<file path="config.mk">
export PLATFORM = sky130hd
export DESIGN_NAME = dual_issue_core
export DESIGN_NICKNAME = d
export VERILOG_FILES = /design/src/common/dual_issue_pkg.sv /design/src/common/lane_if.sv /design/src/hw/dual_issue_core.sv /design/src/hw/register_file.sv /design/src/exec_lane/exec_lane.sv /design/src/exec_lane/lane_alu.sv /design/src/hw/issue_steer.sv
export VERILOG_INCLUDE_DIRS = /design/src /design/src/common
export SDC_FILE = /design/constraint.sdc
export NUM_CORES = 2
export LEC_CHECK = 0
export ABC_AREA = 0
export ABC_CLOCK_PERIOD_IN_PS = 5950
export BUFFER_PORTS_ARGS = -buffer_cell sky130_fd_sc_hd__buf_2
export CORE_UTILIZATION = 25
export CTS_CLUSTER_DIAMETER = 200
export CTS_CLUSTER_SIZE = 8
export DETAILED_ROUTE_END_ITERATION = 10
export HOLD_SLACK_MARGIN = 0.06
export PLACE_DENSITY = 0.47
export REMOVE_ABC_BUFFERS = 1
export SETUP_SLACK_MARGIN = 0.15
export SLEW_MARGIN = 20
export SYNTH_ARGS = -nofsm -noshare
export SYNTH_HDL_FRONTEND = slang
export SYNTH_SLANG_ARGS = --single-unit
</file>
<file path="constraint.sdc">
create_clock -name clk -period 5.95 [get_ports clk]
set_clock_uncertainty 0.2 [all_clocks]
set_input_delay 0.8925 -clock clk [delete_from_list [all_inputs] [get_ports clk]]
set_output_delay 0.8925 -clock clk [all_outputs]
set_load 0.01 [all_outputs]
</file>
<file path="src/common/dual_issue_macros.svh">
`ifndef DUAL_ISSUE_MACROS_SVH
`define DUAL_ISSUE_MACROS_SVH

// datapath widths
`define DI_DATA_WIDTH 32
`define DI_IMM_WIDTH 16

// register file
`define DI_NUM_REGS 32
`define DI_REG_ADDR_W 5

// two issue slots per cycle
`define DI_NUM_LANES 2

`endif
</file>
<file path="src/common/dual_issue_pkg.sv">
`default_nettype none

`include "dual_issue_macros.svh"

package dual_issue_pkg;

  typedef enum logic [5:0] {
    NOP  = 6'h00,
    ADD  = 6'h01,
    SUB  = 6'h02,
    AND  = 6'h03,
    OR   = 6'h04,
    XOR  = 6'h05,
    SLT  = 6'h06,
    ADDI = 6'h08,
    ORI  = 6'h0d
  } opcode_e;

  typedef enum logic [2:0] {
    ALU_ADD = 3'd0,
    ALU_SUB = 3'd1,
    ALU_AND = 3'd2,
    ALU_OR  = 3'd3,
    ALU_XOR = 3'd4,
    ALU_SLT = 3'd5
  } alu_op_e;

  typedef struct packed {
    opcode_e                   opcode;
    logic [`DI_REG_ADDR_W-1:0] rs;
    logic [`DI_REG_ADDR_W-1:0] rt;
    logic [`DI_REG_ADDR_W-1:0] rd;
    logic [10:0]               tail;
  } r_fields_t;

  typedef struct packed {
    opcode_e                   opcode;
    logic [`DI_REG_ADDR_W-1:0] rs;
    logic [`DI_REG_ADDR_W-1:0] rt;
    logic [`DI_IMM_WIDTH-1:0]  imm;
  } i_fields_t;

  // same word, read as R or I type by opcode
  typedef union packed {
    r_fields_t r;
    i_fields_t i;
  } instr_u;

  typedef struct packed {
    alu_op_e                   alu_op;
    logic                      alu_src;
    logic                      reg_write;
    logic [`DI_REG_ADDR_W-1:0] dest;
    logic                      uses_rs;
    logic                      uses_rt;
  } ctrl_t;

  function automatic ctrl_t decode(instr_u ins);
    ctrl_t c;
    c = '0;
    case (ins.r.opcode)
      ADD, SUB, AND, OR, XOR, SLT: begin
        c.reg_write = 1'b1;
        c.dest = ins.r.rd;
        c.uses_rs = 1'b1;
        c.uses_rt = 1'b1;
      end
      ADDI, ORI: begin
        c.alu_src = 1'b1;
        c.reg_write = 1'b1;
        c.dest = ins.i.rt;
        c.uses_rs = 1'b1;
      end
      default: begin
        c.reg_write = 1'b0;
      end
    endcase
    // alu function
    case (ins.r.opcode)
      SUB: c.alu_op = ALU_SUB;
      AND: c.alu_op = ALU_AND;
      OR, ORI: c.alu_op = ALU_OR;
      XOR: c.alu_op = ALU_XOR;
      SLT: c.alu_op = ALU_SLT;
      default: c.alu_op = ALU_ADD;
    endcase
    return c;
  endfunction

endpackage

`default_nettype wire

</file>
<file path="src/common/lane_if.sv">
`timescale 1ns/1ns
`default_nettype none

`include "dual_issue_macros.svh"

interface lane_if;
  // issue slot
  logic                      issue_valid;
  dual_issue_pkg::instr_u    instr;

  // operand read
  logic [`DI_REG_ADDR_W-1:0] rs_addr;
  logic [`DI_REG_ADDR_W-1:0] rt_addr;
  logic [`DI_DATA_WIDTH-1:0] rs_data;
  logic [`DI_DATA_WIDTH-1:0] rt_data;

  // write-back
  logic                      wb_en;
  logic [`DI_REG_ADDR_W-1:0] wb_addr;
  logic [`DI_DATA_WIDTH-1:0] wb_data;

  modport steer (output issue_valid, output instr);

  modport lane (
    input  issue_valid, instr, rs_data, rt_data,
    output rs_addr, rt_addr, wb_en, wb_addr, wb_data
  );

  modport rf (
    input  rs_addr, rt_addr, wb_en, wb_addr, wb_data,
    output rs_data, rt_data
  );
endinterface

`default_nettype wire

</file>
<file path="src/hw/dual_issue_core.sv">
`timescale 1ns/1ns
`default_nettype none

`include "dual_issue_macros.svh"

module dual_issue_core (
  input  logic                      clk,
  input  logic                      arst_n,
  input  logic                      instr_valid,
  input  logic [31:0]               instr0,
  input  logic [31:0]               instr1,
  output logic                      fetch_stall,
  output logic                      wb_en0,
  output logic [`DI_REG_ADDR_W-1:0] wb_addr0,
  output logic [`DI_DATA_WIDTH-1:0] wb_data0,
  output logic                      wb_en1,
  output logic [`DI_REG_ADDR_W-1:0] wb_addr1,
  output logic [`DI_DATA_WIDTH-1:0] wb_data1
);

  lane_if lane_bus [`DI_NUM_LANES] ();

  issue_steer u_steer (
    .clk         (clk),
    .arst_n      (arst_n),
    .instr_valid (instr_valid),
    .instr0      (instr0),
    .instr1      (instr1),
    .fetch_stall (fetch_stall),
    .slot        (lane_bus)
  );

  for (genvar g = 0; g < `DI_NUM_LANES; g++) begin : g_lane
    exec_lane u_lane (
      .clk    (clk),
      .arst_n (arst_n),
      .lane   (lane_bus[g])
    );
  end

  register_file u_rf (
    .clk    (clk),
    .arst_n (arst_n),
    .lanes  (lane_bus)
  );

  // write-back out to the pins
  assign wb_en0   = lane_bus[0].wb_en;
  assign wb_addr0 = lane_bus[0].wb_addr;
  assign wb_data0 = lane_bus[0].wb_data;
  assign wb_en1   = lane_bus[1].wb_en;
  assign wb_addr1 = lane_bus[1].wb_addr;
  assign wb_data1 = lane_bus[1].wb_data;

endmodule

`default_nettype wire

</file>
<file path="src/hw/register_file.sv">
`timescale 1ns/1ns
`default_nettype none

`include "dual_issue_macros.svh"

module register_file (
  input logic clk,
  input logic arst_n,
  lane_if.rf  lanes [`DI_NUM_LANES]
);

  logic [`DI_DATA_WIDTH-1:0]                     regs [`DI_NUM_REGS];
  logic [`DI_NUM_LANES-1:0]                      wb_en;
  logic [`DI_NUM_LANES-1:0][`DI_REG_ADDR_W-1:0]  wb_addr;
  logic [`DI_NUM_LANES-1:0][`DI_DATA_WIDTH-1:0]  wb_data;

  // pending writes win over storage, higher lane last
  function automatic logic [`DI_DATA_WIDTH-1:0] read_port(
    input logic [`DI_REG_ADDR_W-1:0]                    addr,
    input logic [`DI_NUM_LANES-1:0]                     en,
    input logic [`DI_NUM_LANES-1:0][`DI_REG_ADDR_W-1:0] waddr,
    input logic [`DI_NUM_LANES-1:0][`DI_DATA_WIDTH-1:0] wdata,
    input logic [`DI_DATA_WIDTH-1:0]                    stored
  );
    logic [`DI_DATA_WIDTH-1:0] val;
    val = stored;
    for (int i = 0; i < `DI_NUM_LANES; i++) begin
      if (en[i] && (waddr[i] == addr)) begin
        val = wdata[i];
      end
    end
    if (addr == '0) begin
      val = '0;
    end
    return val;
  endfunction

  for (genvar g = 0; g < `DI_NUM_LANES; g++) begin : g_port
    assign wb_en[g]   = lanes[g].wb_en;
    assign wb_addr[g] = lanes[g].wb_addr;
    assign wb_data[g] = lanes[g].wb_data;

    assign lanes[g].rs_data = read_port(lanes[g].rs_addr, wb_en, wb_addr, wb_data,
                                        regs[lanes[g].rs_addr]);
    assign lanes[g].rt_data = read_port(lanes[g].rt_addr, wb_en, wb_addr, wb_data,
                                        regs[lanes[g].rt_addr]);
  end

  // same destination in both lanes leaves lane 1's value
  always_ff @(posedge clk or negedge arst_n) begin
    if (!arst_n) begin
      for (int r = 0; r < `DI_NUM_REGS; r++) begin
        regs[r] <= '0;
      end
    end else begin
      for (int i = 0; i < `DI_NUM_LANES; i++) begin
        if (wb_en[i]) begin
          regs[wb_addr[i]] <= wb_data[i];
        end
      end
    end
  end

endmodule

`default_nettype wire

</file>
<file path="src/exec_lane/exec_lane.sv">
`timescale 1ns/1ns
`default_nettype none

`include "dual_issue_macros.svh"

module exec_lane (
  input logic clk,
  input logic arst_n,
  lane_if.lane lane
);

  dual_issue_pkg::ctrl_t     ctrl;
  logic [`DI_DATA_WIDTH-1:0] imm_ext;
  logic [`DI_DATA_WIDTH-1:0] operand_b;
  logic [`DI_DATA_WIDTH-1:0] alu_result;

  //////////////////////////////
  // decode and operands
  //////////////////////////////

  assign ctrl = dual_issue_pkg::decode(lane.instr);

  assign lane.rs_addr = lane.instr.r.rs;
  assign lane.rt_addr = lane.instr.r.rt;

  // immediates are zero extended
  assign imm_ext   = {{(`DI_DATA_WIDTH-`DI_IMM_WIDTH){1'b0}}, lane.instr.i.imm};
  assign operand_b = ctrl.alu_src ? imm_ext : lane.rt_data;

  lane_alu u_alu (
    .op     (ctrl.alu_op),
    .a      (lane.rs_data),
    .b      (operand_b),
    .result (alu_result)
  );

  //////////////////////////////
  // result register
  //////////////////////////////

  always_ff @(posedge clk or negedge arst_n) begin
    if (!arst_n) begin
      lane.wb_en <= 1'b0;
    end else begin
      // r0 writes never leave the lane
      lane.wb_en <= lane.issue_valid && ctrl.reg_write && (ctrl.dest != '0);
    end
  end

  always_ff @(posedge clk) begin
    lane.wb_addr <= ctrl.dest;
    lane.wb_data <= alu_result;
  end

endmodule

`default_nettype wire

</file>
<file path="src/exec_lane/lane_alu.sv">
`timescale 1ns/1ns
`default_nettype none

`include "dual_issue_macros.svh"

module lane_alu (
  input  dual_issue_pkg::alu_op_e    op,
  input  logic [`DI_DATA_WIDTH-1:0]  a,
  input  logic [`DI_DATA_WIDTH-1:0]  b,
  output logic [`DI_DATA_WIDTH-1:0]  result
);

  logic lt;

  // signed compare for slt
  assign lt = $signed(a) < $signed(b);

  always_comb begin
    case (op)
      dual_issue_pkg::ALU_ADD: result = a + b;
      dual_issue_pkg::ALU_SUB: result = a - b;
      dual_issue_pkg::ALU_AND: result = a & b;
      dual_issue_pkg::ALU_OR:  result = a | b;
      dual_issue_pkg::ALU_XOR: result = a ^ b;
      dual_issue_pkg::ALU_SLT: result = {{(`DI_DATA_WIDTH-1){1'b0}}, lt};
      default: result = '0;
    endcase
  end

endmodule

`default_nettype wire

</file>
<file path="src/hw/issue_steer.sv">
`timescale 1ns/1ns
`default_nettype none

`include "dual_issue_macros.svh"

module issue_steer (
  input  logic                   clk,
  input  logic                   arst_n,
  input  logic                   instr_valid,
  input  dual_issue_pkg::instr_u instr0,
  input  dual_issue_pkg::instr_u instr1,
  output logic                   fetch_stall,
  lane_if.steer                  slot [`DI_NUM_LANES]
);

  dual_issue_pkg::ctrl_t ctrl0;
  dual_issue_pkg::ctrl_t ctrl1;
  logic                  hit_rs;
  logic                  hit_rt;
  logic                  dep;
  logic                  split_q;

  //////////////////////////////
  // intra-pair dependency
  //////////////////////////////

  assign ctrl0 = dual_issue_pkg::decode(instr0);
  assign ctrl1 = dual_issue_pkg::decode(instr1);

  assign hit_rs = ctrl1.uses_rs && (instr1.r.rs == ctrl0.dest);
  assign hit_rt = ctrl1.uses_rt && (instr1.r.rt == ctrl0.dest);
  assign dep    = ctrl0.reg_write && (ctrl0.dest != '0) && (hit_rs || hit_rt);

  // only the first half of a pair can stall
  assign fetch_stall = instr_valid && !split_q && dep;

  //////////////////////////////
  // issue slots
  //////////////////////////////

  always_ff @(posedge clk or negedge arst_n) begin
    if (!arst_n) begin
      split_q <= 1'b0;
      slot[0].issue_valid <= 1'b0;
      slot[1].issue_valid <= 1'b0;
    end else begin
      if (fetch_stall) begin
        split_q <= 1'b1;
      end else if (instr_valid) begin
        split_q <= 1'b0;
      end
      // lane 0 already went when split
      slot[0].issue_valid <= instr_valid && !split_q;
      // lane 1 waits out the stall
      slot[1].issue_valid <= instr_valid && !fetch_stall;
    end
  end

  always_ff @(posedge clk) begin
    slot[0].instr <= instr0;
    slot[1].instr <= instr1;
  end

endmodule

`default_nettype wire

</file>
* Word-level counts from Yosys, hierarchy flattened
Cells that the tools add are included.
W data, S select, Z words.
** Word-level totals
- Word-level logic and storage cells :: 218
- Flip-flop bits (word level) :: 1167
- Input bits :: 67
** Cells by class
- $lt $le $gt $ge :: 10
- Add/sub/neg operators :: 4
- Mux-type cells :: 50
- Bitwise operators :: 12
- Reduce and logical (&&, ||, !) cells :: 47
- Eq/ne operators :: 52
** Operator list (count)
- $bwmux W1024 :: 2
- $mux W1024 :: 2
- $mux W32 :: 24
- $bmux W32 S5 :: 4
- $pmux W32 S6 :: 2
- $demux W32 S5 :: 2
- $eq A6 B3 Y1 const B :: 12
- $add A32 B32 Y32 :: 2
- $and A32 B32 Y32 :: 2
- $lt A32 B32 Y1 :: 2
- $or A32 B32 Y32 :: 2
- $sub A32 B32 Y32 :: 2
- $xor A32 B32 Y32 :: 2
- $eq A5 B5 Y1 :: 10
- $eq A6 B2 Y1 const B :: 8
- $eq A6 B4 Y1 const B :: 8
- $ge A6 B6 Y1 const B :: 6
- $not A5 Y6 :: 6
- $pmux W6 S2 :: 3
- $pmux W3 S5 :: 2
- $eq A6 B1 Y1 const B :: 4
- $reduce_or A6 Y1 :: 4
- $reduce_or A8 Y1 :: 3
- $logic_and A1 B1 Y1 :: 21
- 13 further kinds :: 40

* Longest topological paths before layout
- Word-level depth :: 10
- Depth in mapped cells :: 24

* Modules after synthesis
Synthesis repeated with hierarchy kept, for this count alone.
** Second synthesis, totals
- Cell total of the unflattened synthesis :: 10209
- Area total of the unflattened synthesis :: 98324.3 um^2
** Modules (own cells, without submodules)
- register_file :: area each 83306.1 um^2, instances 1, cells each 8257, seq. area each 25624.6 um^2
- lane_alu (g_lane[0].u_lane.u_alu) :: area each 5129.9 um^2, instances 1, cells each 801, seq. area each 0.0 um^2
- lane_alu (g_lane[1].u_lane.u_alu) :: area each 5094.9 um^2, instances 1, cells each 781, seq. area each 0.0 um^2
- exec_lane :: area each 1470.2 um^2, instances 2, cells each 118, seq. area each 765.7 um^2
- issue_steer :: area each 1853.0 um^2, instances 1, cells each 134, seq. area each 1356.3 um^2

* Worst setup path before layout
Ideal clock, no wire load.
- Path type :: register -> register
- From :: register u_steer.slot[0].instr[22]
- To :: register g_lane[0].u_lane.lane.wb_data[26]
- Path slack :: 0.929 ns
- Arrival time :: 4.678 ns
- Cell stages (with the launch flop) :: 24
- Path buffers :: 3
- Clock period less this slack :: 5.021 ns
- Required time :: 5.607 ns
- Cells stage by stage :: dfxtp_1 buf_2 clkbuf_1 buf_1 mux4_2 mux4_2 mux2i_1 nor2_1 a21oi_1 o21ai_1 and2_1 inv_2 ha_1 inv_1 fa_1 nor2b_1 o21ai_0 a31oi_1 nand4_1 nand2_1 a21oi_1 o21bai_1 a2111oi_0 o221ai_1
** Between the ends
- Cells in the longest elaborated chain, start to end :: 9
- Elaborated cells on any way between the ends :: 18
** RTL lines
- start, declared :: RTL line lane_if.sv:22 : modport steer (output issue_valid, output instr);
- $not A5 Y6 (implied by the code) :: RTL line register_file.sv:44 : regs[lanes[g].rs_addr]);
- $bmux W32 S5 :: RTL line register_file.sv:44
- $mux W32 (implied by the code) (2 in series) :: RTL line register_file.sv:44
- $mux W32 (2 in series) :: RTL line register_file.sv:28 : if (en[i] && (waddr[i] == addr)) begin
- $mux W32 * :: RTL line register_file.sv:32 : if (addr == '0) begin
- $sub A32 B32 Y32 (tied with other cells) :: RTL line lane_alu.sv:21 : dual_issue_pkg::ALU_SUB: result = a - b;
- $pmux W32 S6 * :: RTL line lane_alu.sv:19 : case (op)
- via g_lane[0].u_lane.alu_result[26] :: RTL line exec_lane.sv:15 : logic [`DI_DATA_WIDTH-1:0] alu_result;
- end signal, assigned :: RTL line exec_lane.sv:52 : lane.wb_data <= alu_result;
- end, declared :: RTL line lane_if.sv:26 : output rs_addr, rt_addr, wb_en, wb_addr, wb_data
Mark *: on every way through the listed nets, which the timed path passes. The rest lies on a longest branch. The select of a mux whose other input is x is not followed.
A chain may end at the register's enable or synchronous reset.

* Worst setup path after layout
- From :: register u_steer.slot[1].instr[16]
- To :: register g_lane[1].u_lane.lane.wb_data[26]
** Between the ends
- Cells in the longest elaborated chain, start to end :: 10
- Elaborated cells on any way between the ends :: 19
** RTL lines
- start, declared :: RTL line lane_if.sv:22
- $not A5 Y6 (implied by the code) :: RTL line register_file.sv:46 : regs[lanes[g].rt_addr]);
- $bmux W32 S5 :: RTL line register_file.sv:46
- $mux W32 (implied by the code) (2 in series) :: RTL line register_file.sv:46
- $mux W32 (2 in series) :: RTL line register_file.sv:28
- $mux W32 * :: RTL line register_file.sv:32
- $mux W32 * :: RTL line exec_lane.sv:28 : assign operand_b = ctrl.alu_src ? imm_ext : lane.rt_data;
- $sub A32 B32 Y32 (tied with other cells) :: RTL line lane_alu.sv:21
- $pmux W32 S6 * :: RTL line lane_alu.sv:19
- via g_lane[1].u_lane.alu_result[26] :: RTL line exec_lane.sv:15
- end signal, assigned :: RTL line exec_lane.sv:52
- end, declared :: RTL line lane_if.sv:26
Marked as above.

==> impl_metrics.toml <==
[global_route]
grt_max_degree = 149
grt_pass1_wl_mm = 705.6
gr-usage-all-layers = 0.2560
grt_overflow = 0
grt_pass1_vias = 85188
antenna_found_initial = 26

[cells_and_area]
finalNonFillerCells = 14655
syn2layout_area_growth_pct = 20.20
drive_gt1_frac = 0.3093
final_util = 0.3029
nets = 9793

[power]
p_per_area_nw_per_um2 = 182.8
power_frac_seq = 0.393
power.share.clock = 0.445
intPower_mw = 14.65
combPwrFrac = 0.162
max-vdd-ir-drop_uv = 244.4
swShare = 0.3097
p_leak_nw = 49.83
switchingPower_mw = 6.574

[critical_path]
r2r_slack_ns = 0.20
setup.worst_path.end = "g_lane[1].u_lane.lane.wb_data[26]"
cp_max_fo = 6
cp.required_ns = 6.55
worstSetupStartpoint = "u_steer.slot[1].instr[16]"
worstRegToRegCells = 23
timing.critical_path.to_type = "flip-flop"
crit_arrival_ns = 6.35
r2r-start = "u_steer.slot[1].instr[16]"
critical_path_class = "flip-flop to flip-flop"
worstReg2RegEnd = "g_lane[1].u_lane.lane.wb_data[26]"
start_kind = "flip-flop"

[synthesis]
synthArstFlopShare = 0.8817
synthCells = 9191
netlist.area_leader.share = 0.2760
ys_seq_area_frac = 0.2951
synth-main-ff-cell = "dfrtp_1"
yosysWarningCount = 0
ys_ff_latch = 1167
synthTopCellsByArea = "mux4_2, dfrtp_1, mux2i_1, a21oi_1, nor2_1"
avgSynthCellArea_sq_um = 10.51
synthDistinctLibCells = 98
synth-edff-count = 0
syn_area_sq_um = 96610
synth_largest_area_cell = "mux4_2"

[clocking]
clkTransAtPathRegs_ns = 0.07
root_buffer = "clkbuf_16"
cts_buffers = 167
cts_sinks = 1167
clk_path_buf_depth = 4
clk_latency_ns = 0.93
htree_levels = 4
cts_tree = "built"

[hold_path]
hp-class = "flip-flop to flip-flop"

[die]
start_util = 0.2520
die_area_sq_um = 388900
ios = 144
dieWidth_um = 623.6
rows = 227
core_sq_um = 383400
fp.dieH_um = 623.6

[routing]
drt-total-wl_mm = 516.1
vias = 87699
drtPass1Iterations = 6
via_per_inst = 5.984
drc = 0
post_drt_wl_per_cell_um = 35.21
drtIter0Drc = 12751
antenna_left = 0

[timing]
setup_tns_ns = 0
rsz0062_at_grt = "yes"
holdWs_ns = 0.2539
fmax_ghz = 0.1740
period_share = 0.9659
finalSetupViolCount = 0
min_period_ns = 5.747
maxSlewHeadroom = 0.1774
worstMarginPinSlew_ns = 1.231
fin_ws_ns = 0.2031
report.final.slew_viol_count = 0
finalHoldViolations = 0

[place]
dp_cells = 14239
port_buffers = 143
place_congestion = 0.9959
place_hpwl_mm = 329.4
place_ws_ns = -0.5593

[outcome]
status = "finished clean"

[run]
cap_violations = 0
-- cell usage after synthesis (all sizes together), types with 28 or more instances --
cell / instances
mux2i: 1221
mux4: 1184
dfrtp: 1029
nor2: 858
a21oi: 827
nand2: 793
o21ai: 702
clkbuf: 685
buf: 381
ha: 199
inv: 186
dfxtp: 138
nor3: 97
a211oi: 72
o221ai: 55
a221oi: 53
o211ai: 51
o22ai: 41
mux2: 39
xor2: 38
and2: 37
a21o: 35
nand2b: 34
nand3: 34
and3: 28
-- state kept, by name, indices dropped and copies added, names as in the netlist --
register                    flops
g_lane.u_lane.lane.wb_en        2
g_lane.u_lane.lane.wb_addr     10
u_steer.slot.issue_valid        2
g_lane.u_lane.lane.wb_data     64
u_steer.split_q                 1
u_rf.regs                    1024
u_steer.slot.instr             64
-- per-stage QoR --
step	total power [mW]	instance area, sq um
detailed placement	11.62	108300
finish	21.23	116100
global placement	11.59	108300
global route	21.73	116100
CTS	21.11	114200
floorplan	10.12	92030
-- routing by layer --
layer | track usage | vias up | wire, um
met5 | 0.001111 | - | 230
met2 | 0.3721 | 6363 | 217400
met4 | 0.1447 | 18 | 34400
met3 | 0.08937 | 1487 | 65660
met1 | 0.3291 | 44545 | 198400
li1 | - | 35286 | -
-- worst min path at each step --
stage	startpoint	to	slack (ns)	depth (start not counted)
detailed placement	u_steer.split_q	u_steer.slot[0].issue_valid	0.24	1
floorplan	u_steer.split_q	u_steer.slot[0].issue_valid	0.21	1
global placement	u_steer.split_q	u_steer.slot[0].issue_valid	0.24	1
finish	u_steer.split_q	u_steer.slot[0].issue_valid	0.25	1
global route	u_steer.split_q	u_steer.slot[0].issue_valid	0.29	1
CTS	u_steer.split_q	u_steer.slot[0].issue_valid	0.26	1
-- power by group through the flow --
| stage | clock network, mW | registers (mW) | logic (mW) |
|---|---|---|---|
| 6_report | 9.44 | 8.35 | 3.44 |
| 5_1_grt | 9.81 | 8.35 | 3.57 |
| 4_1_cts | 9.54 | 8.34 | 3.24 |
| 3_5_place_dp | 0 | 8.48 | 3.14 |
| 3_3_place_gp | 0 | 8.47 | 3.12 |
| 2_1_floorplan | 0 | 8.79 | 1.33 |
-- worst max-delay path, stage by stage (launching register included) --
cell       delay, ns
dfxtp_4         0.42
buf_6           0.15
buf_12          0.12
clkbuf_16       0.16
mux4_2          0.49
mux4_2          0.48
mux2i_1         0.17
buf_4           0.15
nor2_1          0.06
a21oi_2         0.25
nor2_1          0.10
a21oi_2         0.17
o21ai_4         0.14
ha_4            0.28
nor2b_1         0.14
o31a_1          0.38
o2111ai_4       0.22
buf_4           0.14
nand4_1         0.23
o31a_1          0.39
a211oi_2        0.25
nor4_1          0.09
a2111oi_2       0.31
o211ai_1        0.14
-- kinds of logic after synthesis --
kind of cell | count (synthesis) | synth area share
DFF | 1167 | 0.2951
AOI/OAI and AO/OA | 2048 | 0.1239
buffers and inverters | 1252 | 0.05460
muxes | 2444 | 0.4071
and+or+nand+nor | 2018 | 0.08738
adders and majority gates | 203 | 0.02660
xor gates and xnor gates | 59 | 0.005349
-- cells in the final DEF (no fill, tap or decap), types with 51 or more instances in the layout --
cell / n
a211oi_1: 56
a21oi_1: 791
buf_12: 116
buf_2: 142
buf_4: 839
clkbuf_1: 73
clkbuf_16: 178
dfrtp_1: 1029
dfxtp_1: 68
dlygate4sd3_1: 66
ha_1: 179
inv_1: 122
inv_2: 64
mux2i_1: 1200
mux4_2: 1184
nand2_1: 757
nor2_1: 817
nor3_1: 89
o211ai_1: 51
o21ai_0: 603
o21ai_1: 84
o221ai_1: 55
-- final cells by class --
type	count	area, sq um
diodes	11	27.53
clock inverters	9	170.2
clock buffers	243	4528
multi-input cells	6772	64540
fillers	39085	267300
inverters	186	698.2
repair buffers	1229	11200
well taps	5038	6304
flip-flops and latches	1167	28650
-- what timing repair did --
action | 4_1_cts | 5_1_grt
cloned | 5 | 9
hold buffers | 66 | 0
gates resized for setup | 64 | 216
endpoints found under the setup margin | 35 | 39
pin swaps | 15 | 47
endpoints found under the hold margin | 111 | 0
setup buffers | 9 | 64
Power figures use the tool's default switching activity.
